`config.mk`:
```
export PLATFORM = sky130hd
export DESIGN_NAME = branchCluster
export DESIGN_NICKNAME = d
export VERILOG_FILES = /design/src/verilog/brPkg.sv /design/src/verilog/brIfs.sv /design/src/verilog/branchCluster.sv /design/src/verilog/branchDecode.sv /design/src/verilog/branchExecute.sv /design/src/verilog/branchResult.sv /design/src/verilog/branchRs.sv /design/src/verilog/branchRsLine.sv
export SDC_FILE = /design/constraint.sdc
export NUM_CORES = 2
export LEC_CHECK = 0
export BUFFER_PORTS_ARGS = -buffer_cell sky130_fd_sc_hd__buf_2
export CORE_UTILIZATION = 61
export DETAILED_ROUTE_END_ITERATION = 10
export PLACE_DENSITY = 0.8
export SYNTH_ARGS = -nofsm -noshare
export SYNTH_HDL_FRONTEND = slang
export SYNTH_HIERARCHICAL = 1
export SYNTH_SLANG_ARGS = --single-unit
```
`constraint.sdc`:
```
create_clock -name clk -period 8.3 [get_ports clk]
set_input_delay 0.415 -clock clk [delete_from_list [all_inputs] [get_ports clk]]
set_output_delay 0.415 -clock clk [all_outputs]
set_load 0.02 [all_outputs]
```
`src/verilog/brPkg.sv`:
```
package brPkg;

    // one machine word for operands and results
    typedef logic [31:0] dataT;

    typedef logic [31:0] addrT;

    typedef logic [31:0] instT;

    // rename tag, zero means the operand value is already present
    typedef logic [3:0] tagT;

    localparam tagT tagFree = 4'd0;

    // branch op is the raw funct3 field
    typedef logic [2:0] brOpT;

    localparam brOpT opBeq  = 3'b000;
    localparam brOpT opBne  = 3'b001;
    localparam brOpT opBlt  = 3'b100;
    localparam brOpT opBge  = 3'b101;
    localparam brOpT opBltu = 3'b110;
    localparam brOpT opBgeu = 3'b111;

    // reservation queue depth, a power of two so the slot index wraps by itself
    localparam int rsSize = 4;

    typedef logic [1:0] slotT;

endpackage

```
`src/verilog/brIfs.sv`:
```
`timescale 1ns/1ns

// result buses from the ALU and the load/store unit
interface wakeupIf;
    logic        aluValid;
    brPkg::tagT  aluTag;
    brPkg::dataT aluData;
    logic        lsValid;
    brPkg::tagT  lsTag;
    brPkg::dataT lsData;

    modport sink (input aluValid, aluTag, aluData, lsValid, lsTag, lsData);
endinterface

// decoded branch on its way into the reservation queue
interface allocIf;
    logic        valid;
    brPkg::brOpT op;
    brPkg::dataT operandA;
    brPkg::dataT operandB;
    brPkg::tagT  tagA;
    brPkg::tagT  tagB;
    brPkg::dataT imm;
    brPkg::addrT pc;
    logic        pred;

    modport source (output valid, op, operandA, operandB, tagA, tagB, imm, pc, pred);
    modport sink (input valid, op, operandA, operandB, tagA, tagB, imm, pc, pred);
endinterface

interface issueIf;
    logic        valid;
    brPkg::brOpT op;
    brPkg::dataT operandA;
    brPkg::dataT operandB;
    brPkg::dataT imm;
    brPkg::addrT pc;
    logic        pred;

    modport source (output valid, op, operandA, operandB, imm, pc, pred);
    modport sink (input valid, op, operandA, operandB, imm, pc, pred);
endinterface

interface resolveIf;
    logic        valid;
    brPkg::addrT pc;
    logic        taken;
    brPkg::addrT target;
    logic        pred;

    modport source (output valid, pc, taken, target, pred);
    modport sink (input valid, pc, taken, target, pred);
endinterface

```
`src/verilog/branchCluster.sv`:
```
`timescale 1ns/1ns

module branchCluster (
    input  logic        clk,
    input  logic        rst,
    input  logic        dispatchValid,
    output logic        dispatchReady,
    input  brPkg::instT inst,
    input  brPkg::addrT pc,
    input  logic        pred,
    input  brPkg::dataT operandA,
    input  brPkg::dataT operandB,
    input  brPkg::tagT  tagA,
    input  brPkg::tagT  tagB,
    input  logic        aluValid,
    input  brPkg::tagT  aluTag,
    input  brPkg::dataT aluData,
    input  logic        lsValid,
    input  brPkg::tagT  lsTag,
    input  brPkg::dataT lsData,
    output logic        resolveValid,
    output brPkg::addrT resolvePc,
    output logic        resolveTaken,
    output brPkg::addrT resolveTarget,
    output logic        mispredict,
    output brPkg::addrT redirectPc
);

    logic flush;
    logic qFull;

    allocIf   allocBus ();
    wakeupIf  wakeupBus ();
    issueIf   issueBus ();
    resolveIf resolveBus ();

    assign wakeupBus.aluValid = aluValid;
    assign wakeupBus.aluTag   = aluTag;
    assign wakeupBus.aluData  = aluData;
    assign wakeupBus.lsValid  = lsValid;
    assign wakeupBus.lsTag    = lsTag;
    assign wakeupBus.lsData   = lsData;

    branchDecode decode (
        .clk           (clk),
        .rst           (rst),
        .flush         (flush),
        .dispatchValid (dispatchValid),
        .dispatchReady (dispatchReady),
        .inst          (inst),
        .pc            (pc),
        .pred          (pred),
        .operandA      (operandA),
        .operandB      (operandB),
        .tagA          (tagA),
        .tagB          (tagB),
        .qFull         (qFull),
        .alloc         (allocBus)
    );

    branchRs rs (
        .clk    (clk),
        .rst    (rst),
        .flush  (flush),
        .alloc  (allocBus),
        .wakeup (wakeupBus),
        .qFull  (qFull),
        .issue  (issueBus)
    );

    branchExecute execute (
        .clk     (clk),
        .rst     (rst),
        .flush   (flush),
        .issue   (issueBus),
        .resolve (resolveBus)
    );

    branchResult result (
        .clk           (clk),
        .rst           (rst),
        .resolve       (resolveBus),
        .flush         (flush),
        .resolveValid  (resolveValid),
        .resolveTaken  (resolveTaken),
        .mispredict    (mispredict),
        .resolvePc     (resolvePc),
        .resolveTarget (resolveTarget),
        .redirectPc    (redirectPc)
    );

endmodule

```
`src/verilog/branchDecode.sv`:
```
`timescale 1ns/1ns

module branchDecode (
    input  logic        clk,
    input  logic        rst,
    input  logic        flush,
    input  logic        dispatchValid,
    output logic        dispatchReady,
    input  brPkg::instT inst,
    input  brPkg::addrT pc,
    input  logic        pred,
    input  brPkg::dataT operandA,
    input  brPkg::dataT operandB,
    input  brPkg::tagT  tagA,
    input  brPkg::tagT  tagB,
    input  logic        qFull,
    allocIf.source      alloc
);

    logic        started;
    logic        accept;
    brPkg::dataT immB;

    // B-type immediate, bit zero is always clear
    assign immB = {{19{inst[31]}}, inst[31], inst[7], inst[30:25], inst[11:8], 1'b0};

    // started keeps dispatch closed for the first cycle after reset
    assign dispatchReady = started && !qFull && !flush;
    assign accept        = dispatchValid && dispatchReady;

    always_ff @(posedge clk or posedge rst) begin
        if (rst) begin
            started     <= 1'b0;
            alloc.valid <= 1'b0;
        end else begin
            started     <= 1'b1;
            alloc.valid <= accept;
        end
    end

    always_ff @(posedge clk) begin
        if (accept) begin
            // illegal funct3 values pass through and execute as never taken
            alloc.op       <= brPkg::brOpT'(inst[14:12]);
            alloc.imm      <= immB;
            alloc.pc       <= pc;
            alloc.pred     <= pred;
            alloc.operandA <= operandA;
            alloc.operandB <= operandB;
            alloc.tagA     <= tagA;
            alloc.tagB     <= tagB;
        end
    end

endmodule

```
`src/verilog/branchExecute.sv`:
```
`timescale 1ns/1ns

module branchExecute (
    input  logic     clk,
    input  logic     rst,
    input  logic     flush,
    issueIf.sink     issue,
    resolveIf.source resolve
);

    logic        taken;
    brPkg::addrT target;

    always_comb begin
        case (issue.op)
            brPkg::opBeq:  taken = issue.operandA == issue.operandB;
            brPkg::opBne:  taken = issue.operandA != issue.operandB;
            brPkg::opBlt:  taken = $signed(issue.operandA) < $signed(issue.operandB);
            brPkg::opBge:  taken = $signed(issue.operandA) >= $signed(issue.operandB);
            brPkg::opBltu: taken = issue.operandA < issue.operandB;
            brPkg::opBgeu: taken = issue.operandA >= issue.operandB;
            // funct3 010 and 011 are not branches and never jump
            default:       taken = 1'b0;
        endcase
    end

    assign target = issue.pc + issue.imm;

    always_ff @(posedge clk or posedge rst) begin
        if (rst) begin
            resolve.valid <= 1'b0;
        end else if (flush) begin
            resolve.valid <= 1'b0;
        end else begin
            resolve.valid <= issue.valid;
        end
    end

    always_ff @(posedge clk) begin
        if (issue.valid) begin
            resolve.pc     <= issue.pc;
            resolve.taken  <= taken;
            resolve.target <= target;
            resolve.pred   <= issue.pred;
        end
    end

endmodule

```
`src/verilog/branchResult.sv`:
```
`timescale 1ns/1ns

module branchResult (
    input  logic        clk,
    input  logic        rst,
    resolveIf.sink      resolve,
    output logic        flush,
    output logic        resolveValid,
    output logic        resolveTaken,
    output logic        mispredict,
    output brPkg::addrT resolvePc,
    output brPkg::addrT resolveTarget,
    output brPkg::addrT redirectPc
);

    logic predReg;

    // anything arriving during a flush cycle is younger than the mispredicted branch
    always_ff @(posedge clk or posedge rst) begin
        if (rst) begin
            resolveValid <= 1'b0;
        end else begin
            resolveValid <= resolve.valid && !flush;
        end
    end

    always_ff @(posedge clk) begin
        resolvePc     <= resolve.pc;
        resolveTaken  <= resolve.taken;
        resolveTarget <= resolve.target;
        predReg       <= resolve.pred;
    end

    assign mispredict = resolveValid && (resolveTaken != predReg);
    assign flush      = mispredict;
    assign redirectPc = resolveTaken ? resolveTarget : resolvePc + 32'd4;

endmodule

```
`src/verilog/branchRs.sv`:
```
`timescale 1ns/1ns

module branchRs (
    input  logic   clk,
    input  logic   rst,
    input  logic   flush,
    allocIf.sink   alloc,
    wakeupIf.sink  wakeup,
    output logic   qFull,
    issueIf.source issue
);

    logic [brPkg::rsSize-1:0]        lineReady;
    logic [brPkg::rsSize-1:0]        allocEn;
    brPkg::dataT                     lineOperandA [brPkg::rsSize];
    brPkg::dataT                     lineOperandB [brPkg::rsSize];
    brPkg::brOpT                     lineOp [brPkg::rsSize];
    brPkg::dataT                     lineImm [brPkg::rsSize];
    brPkg::addrT                     linePc [brPkg::rsSize];
    logic                            linePred [brPkg::rsSize];
    brPkg::slotT                     head;
    brPkg::slotT                     tail;
    logic [$clog2(brPkg::rsSize):0]  count;
    logic                            canIssue;

    for (genvar j = 0; j < brPkg::rsSize; j++) begin : gLine
        assign allocEn[j] = alloc.valid && (tail == brPkg::slotT'(j));

        branchRsLine line (
            .clk      (clk),
            .rst      (rst),
            .flush    (flush),
            .allocEn  (allocEn[j]),
            .alloc    (alloc),
            .wakeup   (wakeup),
            .ready    (lineReady[j]),
            .operandA (lineOperandA[j]),
            .operandB (lineOperandB[j]),
            .op       (lineOp[j]),
            .imm      (lineImm[j]),
            .pc       (linePc[j]),
            .pred     (linePred[j])
        );
    end

    assign canIssue = (count != 0) && lineReady[head];

    // the branch sitting in the decode register already owns a slot
    assign qFull = (count >= brPkg::rsSize - 1) && (alloc.valid || count == brPkg::rsSize);

    always_ff @(posedge clk or posedge rst) begin
        if (rst) begin
            head        <= '0;
            tail        <= '0;
            count       <= '0;
            issue.valid <= 1'b0;
        end else if (flush) begin
            head        <= '0;
            tail        <= '0;
            count       <= '0;
            issue.valid <= 1'b0;
        end else begin
            issue.valid <= canIssue;
            if (alloc.valid) begin
                tail <= tail + 1'b1;
            end
            if (canIssue) begin
                head <= head + 1'b1;
            end
            case ({alloc.valid, canIssue})
                2'b10:   count <= count + 1'b1;
                2'b01:   count <= count - 1'b1;
                default: count <= count;
            endcase
        end
    end

    always_ff @(posedge clk) begin
        if (canIssue) begin
            issue.op       <= lineOp[head];
            issue.operandA <= lineOperandA[head];
            issue.operandB <= lineOperandB[head];
            issue.imm      <= lineImm[head];
            issue.pc       <= linePc[head];
            issue.pred     <= linePred[head];
        end
    end

endmodule

```
`src/verilog/branchRsLine.sv`:
```
`timescale 1ns/1ns

module branchRsLine (
    input  logic        clk,
    input  logic        rst,
    input  logic        flush,
    input  logic        allocEn,
    allocIf.sink        alloc,
    wakeupIf.sink       wakeup,
    output logic        ready,
    output brPkg::dataT operandA,
    output brPkg::dataT operandB,
    output brPkg::brOpT op,
    output brPkg::dataT imm,
    output brPkg::addrT pc,
    output logic        pred
);

    brPkg::tagT  tagA;
    brPkg::tagT  tagB;
    brPkg::dataT dataA;
    brPkg::dataT dataB;
    brPkg::tagT  srcTagA;
    brPkg::tagT  srcTagB;
    brPkg::dataT srcDataA;
    brPkg::dataT srcDataB;
    logic        aluHitA;
    logic        aluHitB;
    logic        lsHitA;
    logic        lsHitB;
    brPkg::tagT  nxtTagA;
    brPkg::tagT  nxtTagB;
    brPkg::dataT nxtDataA;
    brPkg::dataT nxtDataB;

    function automatic logic busMatch(input brPkg::tagT t, input logic v, input brPkg::tagT busTag);
        return v && (busTag == t) && (t != brPkg::tagFree);
    endfunction

    // a new allocation snoops the buses too, so a broadcast in the same cycle is not missed
    always_comb begin
        srcTagA  = allocEn ? alloc.tagA : tagA;
        srcTagB  = allocEn ? alloc.tagB : tagB;
        srcDataA = allocEn ? alloc.operandA : dataA;
        srcDataB = allocEn ? alloc.operandB : dataB;
        aluHitA  = busMatch(srcTagA, wakeup.aluValid, wakeup.aluTag);
        aluHitB  = busMatch(srcTagB, wakeup.aluValid, wakeup.aluTag);
        lsHitA   = busMatch(srcTagA, wakeup.lsValid, wakeup.lsTag);
        lsHitB   = busMatch(srcTagB, wakeup.lsValid, wakeup.lsTag);
    end

    assign nxtTagA  = (aluHitA || lsHitA) ? brPkg::tagFree : srcTagA;
    assign nxtTagB  = (aluHitB || lsHitB) ? brPkg::tagFree : srcTagB;
    assign nxtDataA = aluHitA ? wakeup.aluData : (lsHitA ? wakeup.lsData : srcDataA);
    assign nxtDataB = aluHitB ? wakeup.aluData : (lsHitB ? wakeup.lsData : srcDataB);

    // the forwarded values let the head issue in the cycle its last operand arrives
    assign ready    = (nxtTagA == brPkg::tagFree) && (nxtTagB == brPkg::tagFree);
    assign operandA = nxtDataA;
    assign operandB = nxtDataB;

    always_ff @(posedge clk or posedge rst) begin
        if (rst) begin
            tagA <= brPkg::tagFree;
            tagB <= brPkg::tagFree;
        end else if (flush) begin
            tagA <= brPkg::tagFree;
            tagB <= brPkg::tagFree;
        end else begin
            tagA <= nxtTagA;
            tagB <= nxtTagB;
        end
    end

    always_ff @(posedge clk) begin
        dataA <= nxtDataA;
        dataB <= nxtDataB;
        if (allocEn) begin
            op   <= alloc.op;
            imm  <= alloc.imm;
            pc   <= alloc.pc;
            pred <= alloc.pred;
        end
    end

endmodule
```
Word level (Yosys, flattened, before mapping)
Index checks and enable logic that the tools add are counted.
{"block": "word_totals", "regBits": 876, "in_bits": 214, "out_inout_bits": 100}
{"block": "classes", "addsub": 6, "n_lt_le_gt_ge": 7, "n_eq_ne": 30, "muxes": 78, "bitwise_logic": 1, "reduce_logical": 80}
{"op": "32-bit 2-to-1 mux", "n": 33}
{"op": "32-bit binary-select mux with 2-bit select", "n": 4}
{"op": "4-bit 2-to-1 mux", "n": 24}
{"op": "4-bit == test", "n": 16}
{"op": "32-bit >= comparator", "n": 2}
{"op": "32-bit < comparator", "n": 2}
{"op": "1-bit logical AND", "n": 47}
{"op": "32-bit by 3-bit adder with 32-bit output, second input constant", "n": 1}
{"op": "32-bit adder", "n": 1}
{"op": "32-bit == test", "n": 1}
{"op": "4-bit zero test", "n": 8}
{"op": "32-bit inequality test", "n": 1}
{"op": "4-bit nonzero test", "n": 8}
{"op": "3-bit == test, second input constant", "n": 5}
{"op": "1-bit logical OR", "n": 9}
{"op": "3-bit 2-to-1 mux", "n": 3}
{"op": "2-bit 2-to-1 mux", "n": 4}
{"op": "3-bit binary-select mux with 2-bit select", "n": 1}
{"op": "2-bit == test, second input constant", "n": 3}
{"op": "1-bit case mux with 6 select lines", "n": 1}
{"op": "3-bit case mux with 2 select lines", "n": 1}
{"op": "3-bit nonzero test", "n": 2}
{"op": "1-bit 2-to-1 mux", "n": 5}
{"op": "2-bit by 1-bit adder with 2-bit output, second input constant", "n": 2}
{"op": "14 further kinds", "n": 18}

Logic depth before layout (Yosys ltp)
{"block": "logic_depth", "depth_word": 16, "ltp_mapped": 19, "depth_no_buf": 16}

Hierarchy
Netlist, hierarchy kept.
{"mod": "branchRsLine", "instances": 4, "cells_per_inst": 590, "area_each_um2": 6637.6}
{"mod": "branchRs", "instances": 1, "cells_per_inst": 349, "area_each_um2": 7628.6}
{"mod": "branchExecute", "instances": 1, "cells_per_inst": 387, "area_each_um2": 4364.2}
{"mod": "branchDecode", "instances": 1, "cells_per_inst": 147, "area_each_um2": 3834.9}
{"mod": "branchResult", "instances": 1, "cells_per_inst": 235, "area_each_um2": 2392.3}

Worst setup path before layout
Ideal clock, no wire load.
{"block": "synth_timing", "path_type": "reg-to-reg", "startpoint": "reg rs.tail[0]", "endpoint": "reg rs.issue.imm[0] (enable)", "setup_time_ps": 427, "arrival_ps": 5604, "required_ps": 7873, "slack_ps": 2269, "path_stages_with_launch": 14, "n_path_buf": 2, "period_less_slack_ps": 6031, "cell_sequence": "dfrtp_1 inv_1 ha_1 and2_1 buf_6 buf_12 mux2i_4 xor2_1 o311a_1 and2_1 o32a_1 mux4_2 nand2_4 inv_2"}
{"block": "synth_via", "elab_chain_len": 13}
{"item": "from (decl)", "line_no": "branchRs.sv:22", "rtl": "brPkg::slotT tail;"}
{"item": "from (signal assigned)", "line_no": "branchRs.sv:65", "rtl": "tail <= tail + 1'b1;"}
{"item": "2-bit == test (*)", "line_no": "branchRs.sv:27", "rtl": "assign allocEn[j] = alloc.valid && (tail == brPkg::slotT'(j));"}
{"item": "1-bit logical AND (*)", "line_no": "branchRs.sv:27"}
{"item": "named net rs.allocEn, one bit", "line_no": "branchRs.sv:14", "rtl": "logic [brPkg::rsSize-1:0] allocEn;"}
{"item": "4-bit 2-to-1 mux, on equally long branches", "line_no": "branchRsLine.sv:42, branchRsLine.sv:43"}
{"item": "4-bit == test", "line_no": "branchRsLine.sv:37", "rtl": "return v && (busTag == t) && (t != brPkg::tagFree);"}
{"item": "1-bit logical AND (2 in series)", "line_no": "branchRsLine.sv:37"}
{"item": "1-bit logical OR, on equally long branches", "line_no": "branchRsLine.sv:52, branchRsLine.sv:53"}
{"item": "4-bit 2-to-1 mux, on equally long branches", "line_no": "branchRsLine.sv:52, branchRsLine.sv:53"}
{"item": "4-bit zero test", "line_no": "branchRsLine.sv:58", "rtl": "assign ready = (nxtTagA == brPkg::tagFree) && (nxtTagB == brPkg::tagFree);"}
{"item": "1-bit logical AND (*)", "line_no": "branchRsLine.sv:58"}
{"item": "named net rs.lineReady, one bit", "line_no": "branchRs.sv:13", "rtl": "logic [brPkg::rsSize-1:0] lineReady;"}
{"item": "1-bit binary-select mux with 2-bit select (*)", "line_no": "branchRs.sv:46", "rtl": "assign canIssue = (count != 0) && lineReady[head];"}
{"item": "1-bit 2-to-1 mux (implied by the code) (*)", "line_no": "branchRs.sv:46"}
{"item": "1-bit logical AND (*)", "line_no": "branchRs.sv:46"}
{"item": "to (signal assigned)", "line_no": "branchRs.sv:83", "rtl": "issue.imm <= lineImm[head];"}
{"item": "to (decl)", "line_no": "brIfs.sv:40", "rtl": "modport source (output valid, op, operandA, operandB, imm, pc, pred);"}
The timed path passes the listed nets; every way through them passes the cells marked *. The select of a mux whose other input is x is not followed.
A chain may end at the register's enable or synchronous reset.

Worst setup path after layout
{"block": "layout_timing", "startpoint": "reg decode.alloc.valid", "endpoint": "reg rs.issue.operandA[24] (enable)"}
{"block": "layout_via", "elab_chain_len": 12}
{"item": "from (decl)", "line_no": "brIfs.sv:27", "rtl": "modport source (output valid, op, operandA, operandB, tagA, tagB, imm, pc, pred);"}
{"item": "from (signal assigned)", "line_no": "branchDecode.sv:37", "rtl": "alloc.valid <= accept;"}
{"item": "1-bit logical AND (*)", "line_no": "branchRs.sv:27"}
{"item": "named net rs.allocEn, one bit", "line_no": "branchRs.sv:14"}
{"item": "4-bit 2-to-1 mux, on equally long branches", "line_no": "branchRsLine.sv:42, branchRsLine.sv:43"}
{"item": "4-bit == test", "line_no": "branchRsLine.sv:37"}
{"item": "1-bit logical AND (2 in series)", "line_no": "branchRsLine.sv:37"}
{"item": "1-bit logical OR, on equally long branches", "line_no": "branchRsLine.sv:52, branchRsLine.sv:53"}
{"item": "4-bit 2-to-1 mux, on equally long branches", "line_no": "branchRsLine.sv:52, branchRsLine.sv:53"}
{"item": "4-bit zero test", "line_no": "branchRsLine.sv:58"}
{"item": "1-bit logical AND (*)", "line_no": "branchRsLine.sv:58"}
{"item": "named net rs.lineReady, one bit", "line_no": "branchRs.sv:13"}
{"item": "1-bit binary-select mux with 2-bit select (*)", "line_no": "branchRs.sv:46"}
{"item": "1-bit 2-to-1 mux (implied by the code) (*)", "line_no": "branchRs.sv:46"}
{"item": "1-bit logical AND (*)", "line_no": "branchRs.sv:46"}
{"item": "to (signal assigned)", "line_no": "branchRs.sv:81", "rtl": "issue.operandA <= lineOperandA[head];"}
{"item": "to (decl)", "line_no": "brIfs.sv:40"}
Marked as above.

==> flow_metrics.tcl <==
set metrics [dict create \
    status "completed" \
    hold_depth 3 \
    yosysTopAreaCell "edfxtp_1" \
    synth_area_leaders "edfxtp_1, dfxtp_1, mux4_2" \
    area_growth_pct 13.26 \
    ir_drop_uv 313.1 \
    cts_max_path_buffers 3 \
    wirelength_um 135800 \
    rsz0062_at_grt "no" \
    cp_max_fo 86 \
    post_cts_resized 0 \
    hold_class "in2reg" \
    portBuffers 296 \
    reg2reg_depth 13 \
    final_cell_mix "edfxtp_1, dfxtp_1, buf_2" \
    min_to "rs/gLine[3].line/dataA[6]" \
    grt_pass1_vias 33758 \
    drtPass1Iterations 10 \
    relSlewSlack 0.1335 \
    fp.dieW_um 272.9 \
    place.gp.congestion 0.9074 \
    antenna_found_initial 15 \
    hp-start "aluData[6]" \
    final_util 0.7033 \
    clk_latency_ns 0.68 \
    synth_flop_cell "edfxtp_1" \
    clock_skew_ns 0.04668 \
    dp_cells 4459 \
    startpoint "decode/alloc.valid" \
    tightest_slew_ns 1.300 \
    setup_ws_ns 2.072 \
    reg2reg_to "rs/issue.operandA[24]" \
    grt_max_degree 87 \
    min_period_over_period 0.7503 \
    hold_buffers 121 \
    grt_pass1_wl_um 202100 \
    die_y_um 272.9 \
    min_period_ns 6.228 \
    ys_types 81 \
    seq_area_um2 25280 \
    ys_async_sr_fraction 0.04603 \
    synth_area_um2 44770 \
    pre_cts_slack_ns 2.221 \
    synth-seq-area-share 0.5643 \
    row_count 98 \
    track_usage 0.3598 \
    synth_seq_cells 956 \
    reg2reg_slack_ns 2.07 \
    ant_nets 0 \
    report.final.setup_viol 0 \
    tns_ns 0 \
    syn_area_per_cell_um2 12.87 \
    drc 0 \
    core_um2 72100 \
    synth_fp_nets 3762 \
    layout_commonest_cell "edfxtp_1" \
    post_cts_buffers 0 \
    nets 4012 \
    final_max_slew_viol_count 0 \
    fillCellCount 4827 \
    wl_per_cell_um 28.47 \
    synth_edf_count 590 \
    io_pins 314 \
    syn_inst 3478 \
    htreeDepth 3 \
    vias 34034 \
    synth_top_area_frac 0.3957 \
    drive_above_1_share 0.2018 \
    cp-start-kind "flop" \
    cp-end-kind "flop" \
    clkTransAtPathRegs_ns 0.06 \
    fmaxAchievable_mhz 160.6 \
    drtIter0Drc 5589 \
    r2r-start "decode/alloc.valid" \
    cts.sinks 956 \
    hold_viol 0 \
    hpwlAfterDp_um 76330 \
    power_density_nw_per_um2 420.0 \
    cts_tree "built" \
    multi_input_area_um2 17620 \
    cts-root-buf "clkbuf_16" \
    worstSetupPathType "reg2reg" \
    grt_overflow 0 \
    final_cell_count_no_fill 4768 \
    p_leak_nw 17.43 \
    holdWs_ns 0.1090 \
    dieArea_um2 74480 \
    crit_required_ns 8.61 \
    cts_buffers 96 \
    start_util 0.6210 \
    arrival_ns 6.54 \
    max-cap-violations 0 \
    synth_warnings 6 \
    routed_via_density 7.138 \
]
-- area by class of cell --
type	count	area share
Multi-Input combinational cell	2127	0.3476
Sequential cell	956	0.4984
Timing Repair Buffer	486	0.06331
Antenna cell	8	0.0003948
Tap cell	950	0.02344
Clock buffer	131	0.05238
Inverter	61	0.004614
Clock inverter	49	0.009845
-- routing by layer --
layer | vias to the layer above | wire length (µm) | global-route usage
met2 | 2831 | 61720 | 0.5631
met4 | 14 | 8327 | 0.1994
met1 | 16280 | 48200 | 0.4551
met5 | - | 102 | 0
met3 | 746 | 17410 | 0.09779
li1 | 14163 | - | -
-- sequential cells by signal, summed over array words and instances, names as in the netlist, 4 cells and up --
register	cells
result/resolvePc	32
rs/gLine.line/tagB	16
rs/issue.pc	32
rs/issue.operandA	32
decode/alloc.operandB	32
decode/alloc.imm	12
rs/gLine.line/pc	128
decode/alloc.tagA	4
decode/alloc.tagB	4
rs/gLine.line/pred	4
decode/alloc.operandA	32
result/resolveTarget	32
rs/issue.imm	32
rs/gLine.line/dataA	128
rs/gLine.line/tagA	16
execute/resolve.target	32
decode/alloc.pc	32
rs/issue.operandB	32
execute/resolve.pc	32
rs/gLine.line/dataB	128
rs/gLine.line/op	12
rs/gLine.line/imm	128
-- power breakdown --
group | total (mW) | switching (mW) | leakage [nW] | internal [mW]
Combinational | 8.91 | 5.42 | 7.17 | 3.48
Sequential | 8.04 | 0.806 | 8.71 | 7.24
Clock | 4.35 | 1.87 | 1.55 | 2.48
Total | 21.3 | 8.10 | 17.4 | 13.2
-- worst max-delay path, stage by stage, from the launching register on --
cell     delay [ns]
dfrtp_1        0.61
and2_4         0.58
buf_4          0.91
nor3_1         0.15
o22a_1         0.26
nor4_4         0.26
buf_4          0.47
and2_1         0.20
buf_4          0.50
o32a_1         0.28
mux4_2         0.31
nand2_4        0.10
inv_6          0.60
buf_4          0.56
-- worst max-delay path by stage --
stage / to / slack, ns / cells after the start
6_report: rs/issue.operandA[24] / 2.07 / 13
4_1_cts: rs/issue.imm[0] / 2.18 / 13
3_3_place_gp: rs/issue.pc[7] / 2.32 / 13
2_1_floorplan: rs/issue.imm[0] / 2.27 / 13
3_5_place_dp: rs/issue.imm[7] / 2.22 / 13
5_1_grt: rs/issue.imm[0] / 1.95 / 13
-- kinds of logic after synthesis --
group / share of synthesized area
XOR/XNOR: 0.02051
AO/OA/AOI/OAI: 0.1288
multiplexers: 0.07926
other: 0.0001677
buffers and inverters: 0.04449
AND/OR/NAND/NOR: 0.1426
flip-flops: 0.5643
adder cells (fa/ha/maj): 0.01990
-- metrics by stage --
stage / power, mW / area, µm²
after floorplan: 14.11 / 44770
after global placement: 16.30 / 46320
after detailed placement: 16.56 / 46320
after CTS: 21.02 / 50690
after global routing: 22.13 / 50700
final: 21.30 / 50710
-- cell usage after synthesis, types with 7 or more instances --
cell and instances:
a21o_1 17, a21oi_1 40, a221oi_1 257, a31oi_1 15, and2_1 31, and4_1 13, buf_1 8, buf_2 62
buf_4 49, buf_6 23, clkbuf_1 187, dfrtp_1 44, dfxtp_1 322, edfxtp_1 590, ha_1 68, inv_1 60
mux2i_1 14, mux2i_2 12, mux2i_4 8, mux4_2 133, nand2_1 54, nand2b_1 14, nand3_1 272, nand4_1 20
nor2_1 47, nor2b_1 263, nor3_1 148, nor3b_1 138, nor4_1 16, nor4_2 12, o211ai_1 11, o21a_1 7
o21ai_0 28, o21ai_1 8, o31ai_1 228, o31ai_2 40, or4_1 15, xnor2_1 49, xor2_1 54
Note: power is estimated with default switching activity, not from simulation.
